$ cat src/source/nds32Pkg.sv
package nds32Pkg;

  // register form, three registers plus a sub-opcode
  typedef struct packed {
    logic       zero;
    logic [5:0] opcode;
    logic [4:0] rt;
    logic [4:0] ra;
    logic [4:0] rb;
    logic [4:0] rsvd;
    logic [4:0] subOp;
  } regFmt_t;

  // immediate form, wider immediates reach down into ra
  typedef struct packed {
    logic        zero;
    logic [5:0]  opcode;
    logic [4:0]  rt;
    logic [4:0]  ra;
    logic [14:0] imm;
  } immFmt_t;

  typedef union packed {
    regFmt_t regFmt;
    immFmt_t immFmt;
  } instr_t;

  typedef enum logic [2:0] {immNone, imm5, imm15, imm20, imm14, imm24} immSel_t;

  typedef enum logic [3:0] {
    fnAdd, fnSub, fnAnd, fnOr, fnXor, fnSll, fnSrl, fnRotr, fnPassB
  } aluFn_t;

  typedef struct packed {
    logic    regDst;   // rb is second source
    logic    branch;
    logic    jump;
    logic    memRead;
    logic    memToReg;
    logic    memWrite;
    logic    aluSrc;   // immediate on operand b
    logic    regWrite;
    immSel_t immSel;
    aluFn_t  aluFn;
  } ctrlWord_t;

  typedef struct packed {
    logic        valid;
    logic        write;
    logic [31:0] addr;  // byte address
    logic [31:0] wdata;
  } memReq_t;

  typedef struct packed {
    logic        done;  // one-cycle pulse
    logic [31:0] rdata;
  } memRsp_t;

  localparam logic [5:0] opAlu  = 6'b100000;
  localparam logic [5:0] opAddi = 6'b101000;
  localparam logic [5:0] opOri  = 6'b101100;
  localparam logic [5:0] opXori = 6'b101011;
  localparam logic [5:0] opLwi  = 6'b000010;
  localparam logic [5:0] opSwi  = 6'b001010;
  localparam logic [5:0] opMovi = 6'b100010;
  localparam logic [5:0] opMem  = 6'b011100;
  localparam logic [5:0] opBeq  = 6'b100110;
  localparam logic [5:0] opJ    = 6'b100100;

  localparam logic [4:0] subAdd   = 5'b00000;
  localparam logic [4:0] subSub   = 5'b00001;
  localparam logic [4:0] subAnd   = 5'b00010;
  localparam logic [4:0] subXor   = 5'b00011;
  localparam logic [4:0] subOr    = 5'b00100;
  localparam logic [4:0] subSlli  = 5'b01000;
  localparam logic [4:0] subSrli  = 5'b01001;
  localparam logic [4:0] subRotri = 5'b01011;
  localparam logic [4:0] subLw    = 5'b00010;
  localparam logic [4:0] subSw    = 5'b01010;

endpackage

$ cat src/source/controlDecoder.sv
`timescale 1ns/1ps

module controlDecoder (
  input  nds32Pkg::instr_t    instr,
  output nds32Pkg::ctrlWord_t ctrl,
  output logic                illegal
);
  import nds32Pkg::*;

  always_comb begin
    ctrl    = '0;
    illegal = 1'b0;
    case (instr.regFmt.opcode)
      opAlu: begin
        ctrl.regWrite = 1'b1;
        ctrl.regDst   = 1'b1;
        case (instr.regFmt.subOp)
          subAdd:   ctrl.aluFn = fnAdd;
          subSub:   ctrl.aluFn = fnSub;
          subAnd:   ctrl.aluFn = fnAnd;
          subXor:   ctrl.aluFn = fnXor;
          subOr:    ctrl.aluFn = fnOr;
          subSlli:  ctrl.aluFn = fnSll;
          subSrli:  ctrl.aluFn = fnSrl;
          subRotri: ctrl.aluFn = fnRotr;
          default: begin
            ctrl.regWrite = 1'b0;   // unknown sub-op
            ctrl.regDst   = 1'b0;
            illegal       = 1'b1;
          end
        endcase
        if (ctrl.aluFn inside {fnSll, fnSrl, fnRotr}) begin
          ctrl.immSel = imm5;       // shift amount sits in rb field
          ctrl.regDst = 1'b0;
          ctrl.aluSrc = 1'b1;
        end
      end
      opAddi, opOri, opXori: begin
        ctrl.immSel   = imm15;
        ctrl.aluSrc   = 1'b1;
        ctrl.regWrite = 1'b1;
        if (instr.regFmt.opcode == opAddi) ctrl.aluFn = fnAdd;
        else if (instr.regFmt.opcode == opOri) ctrl.aluFn = fnOr;
        else ctrl.aluFn = fnXor;
      end
      opLwi: begin
        ctrl.immSel   = imm15;
        ctrl.memRead  = 1'b1;
        ctrl.memToReg = 1'b1;
        ctrl.aluSrc   = 1'b1;
        ctrl.regWrite = 1'b1;
      end
      opSwi: begin
        ctrl.immSel   = imm15;
        ctrl.memWrite = 1'b1;
        ctrl.aluSrc   = 1'b1;
      end
      opMovi: begin
        ctrl.immSel   = imm20;
        ctrl.aluSrc   = 1'b1;
        ctrl.regWrite = 1'b1;
        ctrl.aluFn    = fnPassB;
      end
      opMem: begin
        case (instr.regFmt.subOp)
          subLw: begin
            ctrl.memRead  = 1'b1;
            ctrl.memToReg = 1'b1;
            ctrl.aluSrc   = 1'b1;
            ctrl.regWrite = 1'b1;
          end
          subSw: begin
            ctrl.memWrite = 1'b1;
            ctrl.aluSrc   = 1'b1;
          end
          default: illegal = 1'b1;
        endcase
      end
      opBeq: begin
        ctrl.immSel = imm14;
        ctrl.branch = 1'b1;         // compares ra with rt
        ctrl.aluFn  = fnSub;
      end
      opJ: begin
        ctrl.immSel = imm24;
        ctrl.branch = 1'b1;
        ctrl.jump   = 1'b1;
      end
      default: illegal = 1'b1;
    endcase
  end

endmodule

$ cat config.mk
export PLATFORM = sky130hd
export DESIGN_NAME = controlDecoder
export DESIGN_NICKNAME = d
export VERILOG_FILES = /design/src/source/nds32Pkg.sv /design/src/source/controlDecoder.sv
export SDC_FILE = /design/constraint.sdc
export NUM_CORES = 1
export LEC_CHECK = 0
export BUFFER_PORTS_ARGS = -buffer_cell sky130_fd_sc_hd__buf_2
export CAP_MARGIN = 20
export CORE_AREA = 2 2 39 41
export DETAILED_ROUTE_END_ITERATION = 10
export DIE_AREA = 0 0 41 43
export GPL_TIMING_DRIVEN = 0
export PLACE_DENSITY = 0.78
export RECOVER_POWER = 25
export SLEW_MARGIN = 40
export SYNTH_ARGS = -nofsm -noshare
export SYNTH_HDL_FRONTEND = slang
export SYNTH_SLANG_ARGS = --single-unit
$ cat constraint.sdc
create_clock -name vclk -period 1.9
set_input_delay 0.095 -clock vclk [all_inputs]
set_output_delay 0.095 -clock vclk [all_outputs]
set_load 0.1 [all_outputs]
==> results_dict.tcl, run 1 <==
set metrics [dict create \
    cp.required_ns 1.80 \
    pwr-share-comb_pct 100.0 \
    route.detailed.drc 0 \
    routability_congestion_estimate_from_global_placement 0.798 \
    power_per_cell_area_nw_per_um2 234 \
    detail_route.iter0.violations 10 \
    final_min_period_over_clock_period_pct 96.5 \
    global_route_wire_length_before_repair_um 1990 \
    holdCritPathClass "in2out" \
    routed-via-count 607 \
    global_route.overflow_total 0 \
    nClkBuffers 0 \
    synth.cell_area_um2 449 \
    post-cts-setup-buffer-count 0 \
    total_of_buffers_placed_on_input_and_output_ports 22 \
    grt_max_degree 11 \
    layout.sequential_cells 0 \
    grtUsageTotal_pct 15.0 \
    netSwitchingFraction_pct 73.1 \
    vdd_drop_max_mv 0.102 \
    multiInputGateArea_um2 423 \
    maxSlewHeadroom_pct 63.9 \
    rows 14 \
    pin_count 48 \
    hold_start "instr[26]" \
    tns_ns 0 \
    yosysUniqueCellTypes 30 \
    whs_path_depth 3 \
    dp_hpwl_um 991 \
    synth_area_per_cell_um2 5.83 \
    dr.pass1.iters 4 \
    report.final.hold_viol_count 0 \
    wire_per_inst_um 10.9 \
    totalWireLength_um 1250 \
    synth_cells 77 \
    initial_antenna_violation_count 0 \
    fillerInstances 148 \
    sequentialPowerShare_pct 0 \
    final.min_clock_period_ns 1.83 \
    floorplan.core_area_um2 1380 \
    pre_cts_ws_ns -0.130 \
    hold-path-endpoint "ctrl[12]" \
    transition_time_at_the_pin_with_the_least_slew_margin_ns 0.544 \
    critical_path.endpoint_type "output port" \
    design_power_total_mw 0.153 \
    setup_repair_after_global_routing_missed_its_margin "false" \
    timing.final.max_slew_violations 0 \
    start_kind "input pin" \
    synth.yosys.warnings 0 \
    power_dissipated_by_switching_net_loads_mw 0.112 \
    final-seq-area_um2 0 \
    cell_internal_pwr_mw 0.0411 \
    final_core_utilization_pct 47.1 \
    final_cell_count_no_fill 115 \
    area_growth_syn_to_layout_pct 45.1 \
    synth.net_count 109 \
    share_of_layout_cells_above_drive_strength_1_pct 38.4 \
    synth.yosys.seq_area_share_pct 0 \
    fin_ws_ns 0.0665 \
    count_of_maximum_capacitance_violations 0 \
    finish.net_count 133 \
    critPathMaxFanout 10 \
    design.die.area_um2 1760 \
    clock_power_share_pct 0 \
    die_w_um 41 \
    final_cell_mix "sky130_fd_sc_hd__buf_2, sky130_fd_sc_hd__buf_4, sky130_fd_sc_hd__nand2_1, sky130_fd_sc_hd__inv_1" \
    critical_path_arrival_ns 1.74 \
    antennaDiodeCount 0 \
    max_clock_freq_mhz 545 \
    initial_core_util_pct 32.5 \
    vertical_die_dimension_um 43 \
    timing.final.setup_violations 0 \
    first_global_vias 476 \
    final_antenna_violating_net_count 0 \
    placedCellCount 115 \
    drt-vias-per-instance 5.28 \
    p_leak_nw 0.311 \
    run_status "complete, no violations" \
    timing.setup.critical_path_class "in2out" \
]
-- layout make-up --
cell class	instances	share of cell area [%]
Buffer	8	6.72
Timing Repair Buffer	22	21.3
Tap cell	16	3.07
Inverter	7	4.03
Multi-Input combinational cell	62	64.9
-- how the worst max path moves through the flow --
stage                         start      end  slack (ns)  cells after the start
after floorplan           instr[26]  ctrl[7]       -0.33                      5
after global placement    instr[26]  ctrl[0]       -0.11                      6
after detailed placement  instr[26]  ctrl[0]       -0.13                      6
after CTS                 instr[26]  illegal    -0.00008                      6
after global routing      instr[26]  illegal        0.01                      6
final                     instr[26]  ctrl[7]        0.07                      6
-- kinds of logic (layout without fill, tap and decap cells) --
group                  Yosys count  count (layout)  synth area share, %
AO/OA/AOI/OAI                   17              17                 21.7
buffers and inverters           15              37                 15.6
multiplexers                     1               1                 2.23
AND/OR/NAND/NOR                 39              39                 50.7
XOR/XNOR                         5               5                 9.75
-- per-stage QoR --
step | cell area [um^2] | hold WS [ns]
6_report | 652 | 0.634
5_1_grt | 652 | 0.653
3_3_place_gp | 618 | 0.629
3_5_place_dp | 618 | 0.629
2_1_floorplan | 488 | 0.476
4_1_cts | 646 | 0.631
-- power groups by stage --
stage          Sequential, mW  Combinational [mW]  Clock (mW)
2_1_floorplan               0               0.120           0
3_3_place_gp                0               0.146           0
3_5_place_dp                0               0.148           0
4_1_cts                     0               0.151           0
5_1_grt                     0               0.165           0
6_report                    0               0.153           0
-- Yosys cell counts --
| cell type | instances | share of area [%] |
|---|---|---|
| sky130_fd_sc_hd__nor3_1 | 5 | 5.6 |
| sky130_fd_sc_hd__nand3_1 | 4 | 4.5 |
| sky130_fd_sc_hd__nand4_1 | 3 | 4.2 |
| sky130_fd_sc_hd__or3_1 | 2 | 2.8 |
| sky130_fd_sc_hd__a21oi_1 | 2 | 2.2 |
| sky130_fd_sc_hd__or4_4 | 1 | 2.5 |
| sky130_fd_sc_hd__mux2i_1 | 1 | 2.2 |
| sky130_fd_sc_hd__o22ai_1 | 1 | 1.4 |
| sky130_fd_sc_hd__clkbuf_2 | 1 | 1.1 |
| sky130_fd_sc_hd__o21ai_0 | 9 | 10 |
| sky130_fd_sc_hd__nand2b_1 | 3 | 4.2 |
| sky130_fd_sc_hd__xnor2_1 | 4 | 7.8 |
| sky130_fd_sc_hd__nor3b_1 | 1 | 1.7 |
| sky130_fd_sc_hd__buf_6 | 1 | 2.5 |
| sky130_fd_sc_hd__inv_1 | 7 | 5.9 |
| sky130_fd_sc_hd__and3_2 | 1 | 1.7 |
| sky130_fd_sc_hd__o211ai_1 | 1 | 1.7 |
| sky130_fd_sc_hd__nand2_1 | 8 | 6.7 |
| sky130_fd_sc_hd__a41o_1 | 1 | 2.2 |
| sky130_fd_sc_hd__a31oi_1 | 3 | 4.2 |
| sky130_fd_sc_hd__buf_2 | 1 | 1.1 |
| sky130_fd_sc_hd__xor2_1 | 1 | 2.0 |
| sky130_fd_sc_hd__buf_4 | 1 | 1.7 |
| sky130_fd_sc_hd__nor4_1 | 2 | 2.8 |
| sky130_fd_sc_hd__nand2b_4 | 1 | 3.1 |
| sky130_fd_sc_hd__nor2b_1 | 1 | 1.4 |
| sky130_fd_sc_hd__clkbuf_1 | 4 | 3.3 |
| sky130_fd_sc_hd__or4_1 | 2 | 3.3 |
| sky130_fd_sc_hd__nor2_1 | 4 | 3.3 |
| sky130_fd_sc_hd__or4b_4 | 1 | 3.1 |
-- critical path, stage by stage --
cell and delay (ns):
sky130_fd_sc_hd__buf_6 0.12, sky130_fd_sc_hd__or4_1 0.51, sky130_fd_sc_hd__or4_4 0.46, sky130_fd_sc_hd__nand2b_4 0.17, sky130_fd_sc_hd__o211ai_1 0.08, sky130_fd_sc_hd__buf_4 0.31
-- routing by layer --
layer	vias up	GRT usage (%)	wire length, um
met5	-	0	0
met3	0	0	82
met2	20	23.4	559
li1	319	-	-
met1	268	23.7	609
met4	0	0	0
-- timing repair --
item / 4_1_cts / 5_1_grt
endpoints found under the hold margin: 0 / 0
gates resized for setup: 10 / 2
setup endpoints to repair: 9 / 2
hold buffers: 0 / 0
Note: power is estimated with default switching activity, not from simulation.
==> inputs of run 2 (changes only) <==
BUFFER_PORTS_ARGS = default   (was -buffer_cell sky130_fd_sc_hd__buf_2)
DONT_BUFFER_PORTS = 1   (was default)
PLACE_DENSITY = 0.48   (was 0.78)
==> results_dict.tcl, run 2 (synthesis results as in run 1) <==
set metrics [dict create \
    postCtsHoldBufs 0 \
    setup_repair_after_global_routing_missed_its_margin "false" \
    global_route.overflow_total 0 \
    routability_congestion_estimate_from_global_placement 0.764 \
    timing.setup.critical_path_class "in2out" \
    finish.net_count 114 \
    rows 14 \
    final-seq-area_um2 0 \
    count_of_maximum_capacitance_violations 0 \
    final.min_clock_period_ns 1.85 \
    design.die.area_um2 1760 \
    number_of_logic_stages_on_the_critical_path_including_buffering 6 \
    die_w_um 41 \
    critical_path.endpoint_type "output port" \
    critical_path.top_delay_family "simple AND/OR/NAND/NOR gates" \
    layout.sequential_cells 0 \
    start_kind "input pin" \
    total_of_buffers_placed_on_input_and_output_ports 0 \
    p_leak_nw 0.243 \
    timing.final.max_slew_violations 0 \
    routed-via-count 541 \
    first_global_vias 499 \
    final_cell_mix "sky130_fd_sc_hd__inv_1, sky130_fd_sc_hd__nand2_1, sky130_fd_sc_hd__o21ai_0" \
    max_clock_freq_mhz 539 \
    critPathSlowestCell "sky130_fd_sc_hd__or4_4" \
    holdCritPathClass "in2out" \
    grtUsageTotal_pct 16.8 \
    critical_path_buf_inv_count 2 \
    totalWireLength_um 1360 \
    initial_core_util_pct 32.5 \
    vertical_die_dimension_um 43 \
    pin_count 48 \
    share_of_layout_cells_above_drive_strength_1_pct 28.7 \
    final_core_utilization_pct 45.8 \
    hold_start "instr[29]" \
    critical_path.cell_chain "buf_12 > or4_4 > or4_4 > nand2b_4 > nand2_8 > buf_12" \
    timing.final.setup_violations 0 \
    global_route_wire_length_before_repair_um 2200 \
    power_per_cell_area_nw_per_um2 234 \
    cp.required_ns 1.80 \
    dp_hpwl_um 1040 \
    whs_path_depth 2 \
    final_min_period_over_clock_period_pct 97.6 \
    critPathMaxFanout 7 \
    critical_path_arrival_ns 1.76 \
    final_cell_count_no_fill 96 \
    transition_time_at_the_pin_with_the_least_slew_margin_ns 0.963 \
    run_status "complete, no violations" \
    drt-vias-per-instance 5.64 \
    hold-path-endpoint "ctrl[7]" \
    report.final.hold_viol_count 0 \
    nClkBuffers 0 \
    placedCellCount 94 \
    route.detailed.drc 0 \
    wire_per_inst_um 14.2 \
    antennaDiodeCount 0 \
    final_antenna_violating_net_count 0 \
    maxSlewHeadroom_pct 36.0 \
    grt_max_degree 11 \
    area_growth_syn_to_layout_pct 40.9 \
    most_frequent_standard_cell_in_the_layout_excluding_fill_and_tap_cells "sky130_fd_sc_hd__inv_1" \
    dr.pass1.iters 2 \
    floorplan.core_area_um2 1380 \
    critPathMaxStageDelay_ns 0.57 \
    detail_route.iter0.violations 1 \
    initial_antenna_violation_count 0 \
    holdWs_ns 0.488 \
    vdd_drop_max_mv 0.0939 \
]
run 2: cell count changes in the layout (fill, tap and decap cells not counted), moves of 2 or more:
cell	delta
sky130_fd_sc_hd__buf_2	-8
sky130_fd_sc_hd__o21ai_4	+3
sky130_fd_sc_hd__buf_4	-7
sky130_fd_sc_hd__clkbuf_2	-4
sky130_fd_sc_hd__buf_12	+2
sky130_fd_sc_hd__buf_6	-2
sky130_fd_sc_hd__o21ai_2	-3
run 2: cell type report:
cell class / instances / area [um^2]
buffer: 8 / 65.1
fill: 153 / 751
inverter: 7 / 26.3
multi-input combinational: 62 / 492
tap: 16 / 20.0
timing repair buffer: 3 / 30.0
run 2: worst max path at each step:
stage,slack (ns),to,from
floorplan,-0.33,ctrl[7],instr[26]
global placement,-0.45,ctrl[0],instr[26]
detailed placement,-0.36,ctrl[11],instr[26]
CTS,0.01,ctrl[11],instr[26]
global route,0.006,ctrl[7],instr[26]
finish,0.05,ctrl[11],instr[26]
run 2: report_power, final:
part | internal, mW | switching [mW]
Sequential | 0 | 0
Clock | 0 | 0
Combinational | 0.0392 | 0.109
Total | 0.0392 | 0.109
run 2: what timing repair did:
action	in CTS	in global routing
endpoints found under the hold margin	0	0
pin swaps	2	3
setup buffers	0	2
endpoints found under the setup margin	6	5
gates resized for setup	8	3
run 2: through the flow:
stage / area [um^2] / power [mW] / worst slack, ns / TNS, ns
6_report: 633 / 0.148 / 0.0458 / 0
5_1_grt: 633 / 0.159 / 0.00618 / 0
4_1_cts: 607 / 0.143 / 0.0129 / 0
3_5_place_dp: 567 / 0.139 / -0.361 / -1.14
3_3_place_gp: 508 / 0.130 / -0.453 / -2.82
2_1_floorplan: 488 / 0.120 / -0.332 / -1.77
run 2: metal layers:
| layer | GRT usage [%] | wire length (um) | vias to the layer above | part of all wire (%) |
|---|---|---|---|---|
| li1 | - | - | 281 | - |
| met2 | 27.8 | 698 | 14 | 51 |
| met4 | 0 | 0 | 0 | 0 |
| met5 | 0 | 0 | - | 0 |
| met1 | 24.8 | 571 | 246 | 42 |
| met3 | 0.524 | 92 | 0 | 6.7 |
==> inputs of run 3 (changes only) <==
CELL_PAD_IN_SITES_DETAIL_PLACEMENT = 1   (was default)
CELL_PAD_IN_SITES_GLOBAL_PLACEMENT = 1   (was default)
PLACE_DENSITY = 0.73   (was 0.48)
==> results_dict.tcl, run 3 (synthesis results as in run 1) <==
set metrics [dict create \
    holdWs_ns 0.485 \
    critical_path.endpoint_type "output port" \
    initial_core_util_pct 32.5 \
    power_dissipated_by_switching_net_loads_mw 0.112 \
    postCtsHoldBufs 0 \
    area_growth_syn_to_layout_pct 46.5 \
    hold_start "instr[29]" \
    total_of_buffers_placed_on_input_and_output_ports 0 \
    critPathMaxFanout 9 \
    nClkBuffers 0 \
    design_power_total_mw 0.154 \
    tns_ns 0 \
    timing.setup.critical_path_class "in2out" \
    drt-vias-per-instance 5.82 \
    grt.met3_usage_pct 2.62 \
    count_of_maximum_capacitance_violations 0 \
    cp.required_ns 1.80 \
    p_leak_nw 0.251 \
    layout.sequential_cells 0 \
    pre_cts_ws_ns -0.363 \
    pwr-share-comb_pct 100.0 \
    design.die.area_um2 1760 \
    vertical_die_dimension_um 43 \
    run_status "complete, no violations" \
    netSwitchingFraction_pct 72.6 \
    timing.final.max_slew_violations 0 \
    critical_path_arrival_ns 1.78 \
    rows 14 \
    power_per_cell_area_nw_per_um2 234 \
    totalWireLength_um 1540 \
    final_cell_mix "sky130_fd_sc_hd__inv_1, sky130_fd_sc_hd__nand2_1, sky130_fd_sc_hd__o21ai_0" \
    cell_internal_pwr_mw 0.0423 \
    whs_path_depth 2 \
    hold-path-endpoint "ctrl[7]" \
    route.detailed.drc 0 \
    share_of_layout_cells_above_drive_strength_1_pct 29.6 \
    clock_power_share_pct 0 \
    maxSlewHeadroom_pct 36.2 \
    die_w_um 41 \
    initial_antenna_violation_count 0 \
    grt.met1_usage_pct 22.9 \
    routed-via-count 565 \
    grt_util_met2_pct 32.5 \
    most_heavily_used_metal_layer_in_global_routing "met2" \
    global_route_wire_length_before_repair_um 2370 \
    detail_route.iter0.violations 2 \
    grtUsageTotal_pct 18.1 \
    wire_per_inst_um 15.8 \
    global_route.overflow_total 0 \
    fillerInstances 178 \
    sequentialPowerShare_pct 0 \
    dr.pass1.iters 2 \
    dp_hpwl_um 1160 \
    finalInstanceArea_um2 658 \
    routability_congestion_estimate_from_global_placement 0.776 \
    max_clock_freq_mhz 534 \
    holdCritPathClass "in2out" \
    report.final.hold_viol_count 0 \
    final_min_period_over_clock_period_pct 98.5 \
    grt_max_degree 11 \
    floorplan.core_area_um2 1380 \
    first_global_vias 546 \
    setup_repair_after_global_routing_missed_its_margin "true" \
    final.min_clock_period_ns 1.87 \
    timing.final.setup_violations 0 \
    transition_time_at_the_pin_with_the_least_slew_margin_ns 0.960 \
    final_antenna_violating_net_count 0 \
    start_kind "input pin" \
    final-seq-area_um2 0 \
    finish.net_count 115 \
    fin_ws_ns 0.0284 \
    pin_count 48 \
    most_frequent_standard_cell_in_the_layout_excluding_fill_and_tap_cells "sky130_fd_sc_hd__inv_1" \
    antennaDiodeCount 0 \
    placement.cell_area_um2 567 \
    vdd_drop_max_mv 0.0861 \
]
[run 3: cell count changes in the layout (fill, tap and decap cells not counted), sizes merged]
| cell | change |
|---|---|
| buf | +1 |
[run 3: worst max-delay path, stage by stage]
cell and delay [ns]:
sky130_fd_sc_hd__buf_12 0.11, sky130_fd_sc_hd__or4_4 0.40, sky130_fd_sc_hd__or4_4 0.58, sky130_fd_sc_hd__nand2b_4 0.20, sky130_fd_sc_hd__nand2_8 0.18, sky130_fd_sc_hd__buf_12 0.20
[run 3: area by class of cell]
type	count	area [um^2]	share of cell area, %
Inverter	7	26.3	3.99
Timing Repair Buffer	4	37.5	5.70
Buffer	8	65.1	9.89
Tap cell	16	20.0	3.04
Multi-Input combinational cell	62	509	77.4
[run 3: worst max path at each step]
stage	from	end	slack, ns	cells after the start
after floorplan	instr[26]	ctrl[7]	-0.33	5
after global placement	instr[26]	ctrl[0]	-0.43	5
after detailed placement	instr[26]	ctrl[11]	-0.36	6
after CTS	instr[26]	ctrl[11]	0.006	6
after global routing	instr[26]	ctrl[11]	0.007	6
final	instr[26]	ctrl[11]	0.03	6
[run 3: per-stage QoR]
stage,cells,util [%]
after floorplan,77,-
after global placement,93,36.7
after detailed placement,94,41.0
after CTS,94,44.4
after global routing,97,47.6
final,97,47.6
[run 3: timing repair]
action / 4_1_cts / 5_1_grt
setup endpoints to repair: 6 / 6
resized for setup: 9 / 4
cloned: 0 / 0
pin swaps: 2 / 3
buffers inserted: 0 / 3
[run 3: per-layer routing]
metal	part of all wire (%)	vias up
li1	-	284
met1	42	266
met2	53	15
met3	5.3	0
met4	0	0
met5	0	-
[run 3: power by group through the flow]
| stage | logic (mW) | registers, mW | clock network [mW] |
|---|---|---|---|
| floorplan | 0.120 | 0 | 0 |
| CTS | 0.145 | 0 | 0 |
| finish | 0.154 | 0 | 0 |
| detailed placement | 0.141 | 0 | 0 |
| global route | 0.164 | 0 | 0 |
| global placement | 0.130 | 0 | 0 |
